<file path="src/verilog/procPkg.sv">
package procPkg;

   // Primary opcode, instruction bits 15 to 11
   typedef enum logic [4:0] {
      opHalt  = 5'b00000,
      opNop   = 5'b00001,
      opJ     = 5'b00100,
      opAddi  = 5'b01000,
      opSubi  = 5'b01001,
      opXori  = 5'b01010,
      opAndni = 5'b01011,
      opBeqz  = 5'b01100,
      opBnez  = 5'b01101,
      opSt    = 5'b10000,
      opLd    = 5'b10001,
      opSlbi  = 5'b10010,
      opLbi   = 5'b11000,
      opAlur  = 5'b11011
   } opcodeT;

   // Function field of register-register ALU instructions
   typedef enum logic [1:0] {
      funcAdd  = 2'b00,
      funcSub  = 2'b01,
      funcXor  = 2'b10,
      funcAndn = 2'b11
   } aluFuncT;

   // Operation carried out by the execute stage
   typedef enum logic [2:0] {
      aluAdd,
      aluSub,
      aluXor,
      aluAndn,
      aluPassB,
      aluShlB
   } aluOpT;

   // Source of the register write data
   typedef enum logic {
      wbAlu,
      wbMem
   } wbSelT;

   // Instruction field positions
   localparam int opMsb   = 15;
   localparam int opLsb   = 11;
   localparam int rsMsb   = 10;
   localparam int rsLsb   = 8;
   localparam int rtMsb   = 7;
   localparam int rtLsb   = 5;
   localparam int rdMsb   = 4;
   localparam int rdLsb   = 2;
   localparam int funcMsb = 1;
   localparam int funcLsb = 0;
   localparam int imm5Msb = 4;
   localparam int imm8Msb = 7;
   localparam int dispMsb = 10;

   // Memory depths in 16-bit words, indexed by byte address bits 8 to 1
   localparam int iMemWords = 256;
   localparam int dMemWords = 256;
   localparam int iAddrW    = $clog2(iMemWords);
   localparam int dAddrW    = $clog2(dMemWords);

endpackage
</file>
<file path="src/verilog/execute.sv">
`timescale 1ns/1ns

module execute (
   input  procPkg::opcodeT opcode,
   input  procPkg::aluOpT  aluOp,
   input  logic [15:0]     rsData,
   input  logic [15:0]     rtData,
   input  logic [15:0]     imm,
   input  logic            useImm,
   input  logic            isBranch,
   input  logic            branchOnZero,
   input  logic            isJump,
   input  logic [15:0]     pcPlus2,
   output logic [15:0]     aluResult,
   output logic [15:0]     nextPc
);

   import procPkg::*;

   logic [15:0] opB;
   logic        rsZero;
   logic        takeBranch;
   logic [15:0] target;

   // Operand B from register or immediate
   assign opB = useImm ? imm : rtData;

   // ALU
   always_comb begin
      case (aluOp)
         aluAdd: aluResult = rsData + opB;
         // SUBI takes imm minus rs, register SUB is rs minus rt
         aluSub: begin
            if (opcode == opSubi) begin
               aluResult = opB - rsData;
            end else begin
               aluResult = rsData - opB;
            end
         end
         aluXor:   aluResult = rsData ^ opB;
         aluAndn:  aluResult = rsData & ~opB;
         // LBI
         aluPassB: aluResult = opB;
         // SLBI, imm arrives zero-extended
         aluShlB:  aluResult = (rsData << 8) | opB;
         default:  aluResult = rsData + opB;
      endcase
   end

   // Branch condition on rs
   assign rsZero     = (rsData == 16'h0000);
   assign takeBranch = isBranch && (rsZero == branchOnZero);

   // Offset counts in words, so shift left by one
   assign target = pcPlus2 + {imm[14:0], 1'b0};

   assign nextPc = (takeBranch || isJump) ? target : pcPlus2;

endmodule

</file>
<file path="config.mk">
export PLATFORM = sky130hd
export DESIGN_NAME = execute
export DESIGN_NICKNAME = d
export VERILOG_FILES = /design/src/verilog/procPkg.sv /design/src/verilog/execute.sv
export SDC_FILE = /design/constraint.sdc
export NUM_CORES = 1
export LEC_CHECK = 0
export BUFFER_PORTS_ARGS = -buffer_cell sky130_fd_sc_hd__buf_2
export CORE_ASPECT_RATIO = 1.1
export CORE_MARGIN = 1
export CORE_UTILIZATION = 56
export DETAILED_ROUTE_END_ITERATION = 6
export PLACE_DENSITY_LB_ADDON = 0.05
export SYNTH_ARGS = -nofsm -noshare
export SYNTH_HDL_FRONTEND = slang
export SYNTH_SLANG_ARGS = --single-unit
</file>
<file path="constraint.sdc">
create_clock -name vclk -period 7.4
set_input_delay 1.48 -clock vclk [all_inputs]
set_output_delay 1.48 -clock vclk [all_outputs]
set_load 0.01 [all_outputs]
</file>
# Yosys cells after proc, flatten, opt, wreduce, memory -nomap -nowiden
# Cells that the tools add are included.
[totals] rom_bits=0 ramBits=0 latch_bits=0 input_bits=76 n_memories=0 register_bits=0 output_inout_bits=32 wordCells=22
[classes] muxes=4 n_div=0 n_mul=0 n_lt_le_gt_ge=0 n_addsub=4 shifts=0 eq_ne=7 bitwise=4 reduce_logical=3
[ops] cell="$pmux W16 S5" n=1
[ops] cell="$mux W16" n=3
[ops] cell="$add A16 B16 Y16" n=2
[ops] cell="$sub A16 B16 Y16" n=2
[ops] cell="$and A16 B16 Y16" n=1
[ops] cell="$logic_not A16 Y1" n=1
[ops] cell="$not A16 Y16" n=1
[ops] cell="$or A16 B16 Y16" n=1
[ops] cell="$xor A16 B16 Y16" n=1
[ops] cell="$eq A3 B2 Y1 const B" n=2
[ops] cell="$eq A3 B3 Y1 const B" n=2
[ops] cell="$eq A5 B4 Y1 const B" n=1
[ops] cell="$eq A3 B1 Y1 const B" n=1
[ops] cell="$eq A1 B1 Y1" n=1
[ops] cell="$logic_and A1 B1 Y1" n=1
[ops] cell="$logic_or A1 B1 Y1" n=1

# Logic depth before layout (Yosys ltp)
# Gate-level depths: netlist of run 1.
[logic_depth] word_depth=5 mapped_depth=16 depth_no_buf=14

# Worst setup path before layout of run 1
# No wires, ideal clock.
[synth_timing] path_kind="input port to output port" startpoint="input port useImm" endpoint="output port aluResult[14]" path_slack_ns=1.022 path_buffers=2 arrival_ns=4.898 required_time_ns=5.920 cell_stages=16 path_cell_list="clkbuf_1 > clkbuf_1 > mux2_2 > inv_1 > ha_1 > inv_1 > fa_1 > a21o_1 > a21oi_1 > o21ai_1 > a2111oi_2 > nor2_1 > a31o_1 > o22ai_1 > mux2i_1 > o211ai_1"
[synth_between] elab_chain_cells=4 elab_cells_between_ends=10 classes_between="3 x add/sub; 3 x mux; 4 x bitwise"
[synth_rtl] element="from (decl)" line="execute.sv:9" text="input logic useImm,"
[synth_rtl] element="$mux W16 (*)" line="execute.sv:26" text="assign opB = useImm ? imm : rtData;"
[synth_rtl] element="$sub A16 B16 Y16 (tied with other cells)" line="execute.sv:37" text="aluResult = rsData - opB;"
[synth_rtl] element="$mux W16 or $and A16 B16 Y16 (tied branches)" line="execute.sv:34, execute.sv:41"
[synth_rtl] element="$pmux W16 S5 (*)" line="execute.sv:30" text="case (aluOp)"
[synth_rtl] element="to (decl)" line="execute.sv:14" text="output logic [15:0] aluResult,"
# Mark *: on every way between the ends. The rest lies on a longest branch, timed or not.

# Worst setup path in the final report of run 1
# Same ends and word-level chain as after synthesis.

==> impl_metrics.csv, run 1 <==
group,metric,value,unit
detailed_routing,viasPerCell,6.25,
final_layout,clock_buffer_count,0,
floorplanning,die_area,7080,um^2
hold_path,whs_endpoint,"nextPc[0]",
global_route,grt_pass1_vias,4044,
critical_path,cp_slowest_stage_delay,0.46,ns
timing,fmax,156,MHz
critical_path,crit_path_cell_trace,"buf_2 > mux2_2 > inv_1 > ha_1 > inv_1 > fa_1 > a21o_1 > a21oi_1 > o21ai_1 > a2111oi_2 > nor2_1 > a31o_1 > o22ai_1 > mux2i_1 > o211ai_1 > buf_2",
hold_path,min_path_type,"in -> out",
detailed_routing,drt_iter0_markers,287,
global_route,grt_max_degree,42,
final_layout,drive_above_1_share,0.218,
placed_design,place_congestion,0.948,
floorplanning,start_util,0.576,
floorplanning,io_pins,108,
run_status,run_status,"finished, final reports clean",
yosys,ys_seq_area_frac,0,
timing,finalMaxSlewViolations,0,
critical_path,worst_path_max_delay_cell,"a2111oi_2",
yosys,syn_area_per_cell,6.94,um^2
critical_path,startpoint_type,"input port",
detailed_routing,post_drt_wl_per_cell,17.2,um
final_layout,fin_nets,768,
timing,min_period,6.43,ns
detailed_routing,drc,0,
global_route,grt_use_total,0.336,
floorplanning,fp-row-count,31,
timing,finalHoldViolations,0,
yosys,yosys.cell_count.top_type,"ha_1",
timing,setup_viol,0,
final_layout,final-seq-area,0,um^2
yosys,yosys_warnings,0,
yosys,synth_top_cell_by_area,"ha_1",
floorplanning,die_h,88.1,um
power_and_ir_drop,power_leakage,2.10,nW
global_route,globalRoute.totalOverflow,0,
yosys,syn_area,3780,um^2
final_layout,fill_cells,637,
floorplanning,fp.dieW,80.3,um
hold_path,hold_start,"pcPlus2[0]",
final_layout,syn_to_final_growth,13.0,%
placed_design,place_hpwl,9780,um
detailed_routing,routed_wl,12200,um
timing,tns,0,ns
global_route,grt_pass1_wl,18800,um
yosys,synth_top_area_share,0.205,
timing,fin_crit_sh,0.869,
clocking,postCtsSetupBuffers,0,
critical_path,path_max_fanout,16,
detailed_routing,via_count,4409,
yosys,synth_area_leaders,"ha_1 21%, a21oi_1 7.2%, mux2i_1 6.1%",
yosys,yosysUniqueCellTypes,68,
yosys,syn_inst,544,
critical_path,required,5.92,ns
timing,max_slew.worst_pin.slew,0.769,ns
power_and_ir_drop,ir_drop,0.0000576,V
detailed_routing,ant_nets,0,
global_route,antenna_found_initial,0,
final_layout,seq_cell_count,0,
clocking,ctsResizeCount,0,
flow_run,cap_violations,0,
timing,rsz0062_at_grt,"no",
timing,hold_ws,2.96,ns
yosys,ys_top_cells_by_count,"62 x ha_1, 58 x inv_1, 54 x a21oi_1, 48 x nand2_1, 41 x nor2_1",
yosys,syn-num-nets,686,
critical_path,endpoint_kind,"output port",
final_layout,multi_input_area,3400,um^2
clocking,holdBufCountCts,0,
floorplanning,coreArea,6560,um^2
power_and_ir_drop,power.total,0.394,mW
critical_path,cp_data_arrival_time,4.95,ns
final_layout,num_antenna_cells,0,
critical_path,worstSetupPathType,"in -> out",
power_and_ir_drop,power.density,92.3,nW/um^2
placed_design,portBuffers,106,
timing,slew_headroom,0.488,
hold_path,whs_path_depth,0,
detailed_routing,drt_pre_antenna_iters,5,
cells by family (layout without fill, tap and decap cells):
group           count (synthesis)  in the layout  synth area share
buf+inv                        88            168             0.101
fa+ha+maj                      66             66             0.227
simple gates                  144            144             0.185
mux                            38             38             0.106
compound gates                193            193             0.347
xor+xnor                       15             15            0.0348
metal layers:
| metal | up-vias | track usage | share of wire |
|---|---|---|---|
| met4 | 0 | 0.123 | 0.033 |
| met3 | 42 | 0.0250 | 0.067 |
| met1 | 2032 | 0.405 | 0.40 |
| li1 | 2132 | - | - |
| met2 | 203 | 0.619 | 0.50 |
| met5 | - | 0 | 0 |
where the power goes:
| group | internal [mW] | leakage (nW) | switching [mW] |
|---|---|---|---|
| registers | 0 | 0 | 0 |
| logic | 0.162 | 2.10 | 0.232 |
| clock network | 0 | 0 | 0 |
| total | 0.162 | 2.10 | 0.232 |
worst max path at each step:
stage,cells past startpoint,to,slack (ns),start
6_report,16,aluResult[14],0.97,useImm
5_1_grt,16,aluResult[14],0.77,useImm
4_1_cts,16,aluResult[14],1.0,useImm
3_5_place_dp,16,aluResult[14],1.01,useImm
3_3_place_gp,16,aluResult[14],1.08,useImm
2_1_floorplan,16,aluResult[14],1.02,useImm
worst max-delay path: cells and delay by family:
family          cells  cell delay [ns]
compound gates      7             1.44
fa+ha+maj           2             0.56
buf+inv             4             0.69
mux                 2             0.63
simple gates        1             0.12
through the flow:
step,instance area [um^2],setup WS (ns),util,cells
6_report,4270,0.971,0.651,706
5_1_grt,4270,0.772,0.651,706
4_1_cts,4270,0.997,0.651,706
3_5_place_dp,4270,1.01,0.651,706
3_3_place_gp,4270,1.08,0.651,706
2_1_floorplan,3780,1.02,-,544
area by class of cell:
cell class / count / share of cell area
tap: 82 / 0.0240
multi-input combinational: 456 / 0.795
inverter: 60 / 0.0528
timing repair buffer: 108 / 0.128
cell usage in the layout, fill, tap and decap left out, drive strengths merged, types with 3 or more instances in the layout:
master	count
buf	108
ha	62
inv	59
a21oi	54
nand2	48
nor2	42
o21ai	39
mux2i	23
mux2	15
nor3	14
o221ai	12
o22ai	10
o21bai	9
a21o	9
nor2b	8
nand2b	8
o21a	8
xnor2	8
xor2	7
a221oi	6
o211ai	5
o31ai	5
nor4	5
a31oi	5
a221o	5
fa	4
o22a	4
or3	3
and2	3
nand3	3
a21boi	3
Power figures use the tool's default switching activity.
==> inputs of run 2 (changes only) <==
==> constraint.sdc (replaced) <==
create_clock -name vclk -period 7.4
set_input_delay 1.48 -clock vclk [all_inputs]
set_output_delay 1.48 -clock vclk [all_outputs]
set_load 0.1 [all_outputs]
==> run 2 against run 1 <==
  * Final area unchanged
  * Critical path depth unchanged
  * Hold slack improved by 0.00068 ns
  * Core utilization unchanged
  * Flip-flop and latch count unchanged
  * Setup slack got worse by 0.14 ns
==> impl_metrics.csv, run 2 (same netlist as run 1, synthesis figures left out) <==
group,metric,value,unit
run_status,run_status,"finished, final reports clean",
global_route,globalRoute.totalOverflow,0,
timing,fmax,152,MHz
critical_path,crit_buf_inv,4,
clocking,holdBufCountCts,0,
critical_path,path_max_fanout,16,
power_and_ir_drop,power.total,0.607,mW
final_layout,stdcell_count,706,
floorplanning,die_h,88.1,um
clocking,ctsResizeCount,0,
floorplanning,start_util,0.576,
detailed_routing,via_count,4394,
detailed_routing,post_drt_wl_per_cell,16.6,um
critical_path,cp_slowest_stage_delay,0.45,ns
critical_path,worstSetupPathType,"in -> out",
final_layout,final-seq-area,0,um^2
critical_path,required,5.92,ns
floorplanning,fp-row-count,31,
final_layout,seq_cell_count,0,
hold_path,min_path_type,"in -> out",
power_and_ir_drop,ir_drop,0.0000938,V
placed_design,place_hpwl,9470,um
floorplanning,coreArea,6560,um^2
placed_design,portBuffers,106,
final_layout,syn_to_final_growth,13.0,%
critical_path,cp_data_arrival_time,5.09,ns
timing,min_period,6.57,ns
global_route,grt_pass1_vias,3916,
critical_path,crit_family,"compound AO/OA/AOI/OAI gates",
power_and_ir_drop,power_leakage,2.10,nW
timing,finalMaxSlewViolations,0,
timing,rsz0062_at_grt,"no",
timing,setup_viol,0,
global_route,grt_max_degree,42,
power_and_ir_drop,power.density,142,nW/um^2
global_route,grt_use_total,0.321,
timing,fin_ws,0.827,ns
detailed_routing,drc,0,
floorplanning,die_area,7080,um^2
timing,tns,0,ns
placed_design,pre_cts_ws,0.881,ns
final_layout,clock_buffer_count,0,
final_layout,final_common_cell,"buf_2",
global_route,antenna_found_initial,0,
detailed_routing,drt_iter0_markers,270,
placed_design,dp_cells,706,
final_layout,final_cell_mix,"106 x buf_2, 62 x ha_1, 58 x inv_1, 54 x a21oi_1, 48 x nand2_1",
final_layout,num_antenna_cells,0,
floorplanning,io_pins,108,
critical_path,startpoint_type,"input port",
detailed_routing,viasPerCell,6.22,
critical_path,worst_path_max_delay_cell,"a2111oi_2",
timing,fin_crit_sh,0.888,
timing,hold_ws,2.96,ns
final_layout,drive_above_1_share,0.218,
global_route,grt_pass1_wl,18100,um
floorplanning,fp.dieW,80.3,um
detailed_routing,ant_nets,0,
detailed_routing,drt_pre_antenna_iters,5,
placed_design,place_congestion,1.04,
critical_path,crit_path_cell_trace,"buf_2 > mux2_2 > inv_1 > ha_1 > inv_1 > fa_1 > a21o_1 > a21oi_1 > o21ai_1 > a2111oi_2 > nor2_1 > a31o_1 > o22ai_1 > mux2i_1 > o211ai_1 > buf_2",
critical_path,endpoint_kind,"output port",
clocking,postCtsSetupBuffers,0,
timing,slew_headroom,0.499,
timing,max_slew.worst_pin.slew,0.752,ns
timing,finalHoldViolations,0,
flow_run,cap_violations,0,
final_layout,fin_nets,768,
detailed_routing,routed_wl,11700,um
==> run 2: cell counts in the layout (fill, tap and decap cells not counted) <==
No cell type changed its count.
==> run 2: worst paths after layout <==
kind	end	cells past startpoint	from	slack, ns
hold / removal	nextPc[0]	0	pcPlus2[0]	2.96
setup / recovery	aluResult[14]	16	useImm	0.83
==> run 2: layout make-up <==
class                           count  area (um^2)
Fill cell                         617         2290
Inverter                           60          225
Multi-Input combinational cell    456         3400
Tap cell                           82          103
Timing Repair Buffer              108          546
==> run 2: power by group <==
group / switching, mW / internal [mW]
clock network: 0 / 0
logic: 0.445 / 0.162
registers: 0 / 0
total: 0.445 / 0.162
==> run 2: routing by layer <==
metal,track usage,vias up,part of all wire
li1,-,2137,-
met1,0.388,1995,0.39
met2,0.577,217,0.49
met3,0.0354,45,0.080
met4,0.125,0,0.041
met5,0,-,0
==> run 2: per-stage QoR <==
stage,utilization,area [um^2]
global placement,0.651,4270
finish,0.651,4270
global route,0.651,4270
floorplan,-,3780
detailed placement,0.651,4270
CTS,0.651,4270
==> inputs of run 3 (changes only) <==
- CORE_ASPECT_RATIO: 1.1 -> 0.7
==> run 3 against run 2 <==
  * Total power rose by 1.5%
  * Maximum frequency fell by 0.44%
  * Die area barely moved
  * Final area rose by 0.53%
  * Sequential share of layout area did not move
  * Non-clock buffer count rose by 1
  * Critical path type unchanged
==> impl_metrics.csv, run 3 (same netlist as run 1, synthesis figures left out) <==
group,metric,value,unit
timing,max_slew.worst_pin.slew,1.03,ns
global_route,grt_max_degree,42,
timing,slew_headroom,0.310,
final_layout,multi_input_area,3400,um^2
timing,tns,0,ns
final_layout,num_antenna_cells,0,
critical_path,required,5.92,ns
final_layout,stdcell_area,4290,um^2
detailed_routing,viasPerCell,6.25,
floorplanning,fp.dieW,100,um
detailed_routing,drc,0,
power_and_ir_drop,ir_drop,0.0000970,V
detailed_routing,drt_iter0_markers,432,
global_route,globalRoute.totalOverflow,0,
final_layout,final_util,0.674,
critical_path,startpoint_type,"input port",
final_layout,final_common_cell,"buf_2",
critical_path,worstSetupPathType,"in -> out",
final_layout,stdcell_count,716,
timing,setup_viol,0,
critical_path,cp_slowest_stage_delay,0.45,ns
final_layout,syn_to_final_growth,13.6,%
global_route,grt_pass1_wl,19700,um
placed_design,place_hpwl,10100,um
floorplanning,io_pins,108,
critical_path,worst_path_max_delay_cell,"buf_2",
timing,rsz0062_at_grt,"no",
clocking,ctsResizeCount,0,
detailed_routing,post_drt_wl_per_cell,17.5,um
global_route,grt_use_met3,0.0306,
final_layout,seq_cell_count,0,
detailed_routing,drt_pre_antenna_iters,6,
power_and_ir_drop,power.density,144,nW/um^2
clocking,postCtsSetupBuffers,0,
critical_path,cp_data_arrival_time,5.12,ns
detailed_routing,routed_wl,12500,um
critical_path,crit_path_cell_trace,"buf_2 > buf_4 > mux2i_1 > inv_1 > ha_1 > or3_1 > or3_1 > a211oi_1 > o41ai_1 > a21oi_1 > nor2_1 > a21o_1 > o31ai_1 > o2bb2ai_1 > buf_2",
power_and_ir_drop,power_leakage,2.11,nW
detailed_routing,ant_nets,0,
critical_path,endpoint_kind,"output port",
final_layout,final_cell_mix,"106 x buf_2, 62 x ha_1, 58 x inv_1, 53 x a21oi_1, 48 x nand2_1",
run_status,run_status,"finished, final reports clean",
timing,finalHoldViolations,0,
global_route,grt.met2_usage,0.568,
final_layout,final-seq-area,0,um^2
global_route,antenna_found_initial,0,
placed_design,dp_cells,716,
detailed_routing,via_count,4478,
timing,hold_ws,2.96,ns
timing,fmax,151,MHz
floorplanning,die_h,70.7,um
final_layout,drive_above_1_share,0.221,
placed_design,place_congestion,1.01,
global_route,use_met1,0.487,
floorplanning,die_area,7080,um^2
timing,finalMaxSlewViolations,0,
floorplanning,coreArea,6370,um^2
timing,fin_crit_sh,0.892,
floorplanning,fp-row-count,24,
critical_path,path_max_fanout,11,
placed_design,postPlaceCellArea,4290,um^2
floorplanning,start_util,0.593,
global_route,grt_pass1_vias,4121,
placed_design,portBuffers,106,
final_layout,clock_buffer_count,0,
final_layout,fill_cells,607,
hold_path,min_path_type,"in -> out",
clocking,holdBufCountCts,0,
timing,min_period,6.60,ns
final_layout,fin_nets,769,
flow_run,cap_violations,0,
global_route,grt_use_total,0.344,
global_route,grt-busiest-layer,"met2",
-- run 3: cell types whose count changed in the layout (fill, tap and decap cells not counted), sizes merged --
| cell | delta |
|---|---|
| buf | +1 |
-- run 3: path summary, 6_finish.rpt --
kind	slack [ns]	endpoint	cells after the start	from
setup / recovery	0.80	aluResult[15]	15	useImm
hold / removal	2.96	nextPc[0]	0	pcPlus2[0]
-- run 3: cell type report --
cell class	instances	share of cell area
Inverter	60	0.0525
Multi-Input combinational cell	456	0.792
Timing Repair Buffer	109	0.129
Tap cell	91	0.0265
-- run 3: metal layers --
layer / part of all wire / vias up
li1: - / 2131
met1: 0.43 / 2051
met2: 0.44 / 274
met3: 0.11 / 22
met4: 0.019 / 0
met5: 0 / -
-- run 3: worst max-delay path, delay by kind of cell --
kind                     cells  cell delay (ns)
AO/OA/AOI/OAI                6             0.97
adder cells (fa/ha/maj)      1             0.44
buffers and inverters        4             1.08
multiplexers                 1             0.35
AND/OR/NAND/NOR              3             0.79
-- run 3: power by group --
group          internal [mW]  switching, mW  total, mW  leakage, nW
clock network              0              0          0            0
logic                  0.164          0.453      0.616         2.11
registers                  0              0          0            0
total                  0.164          0.453      0.616         2.11
-- run 3: per-stage QoR --
| stage | power (mW) | setup slack [ns] |
|---|---|---|
| after CTS | 0.608 | 0.849 |
| after global routing | 0.654 | 0.592 |
| after global placement | 0.596 | 0.933 |
| after detailed placement | 0.605 | 0.860 |
| final | 0.616 | 0.798 |
| after floorplan | 0.489 | 0.184 |
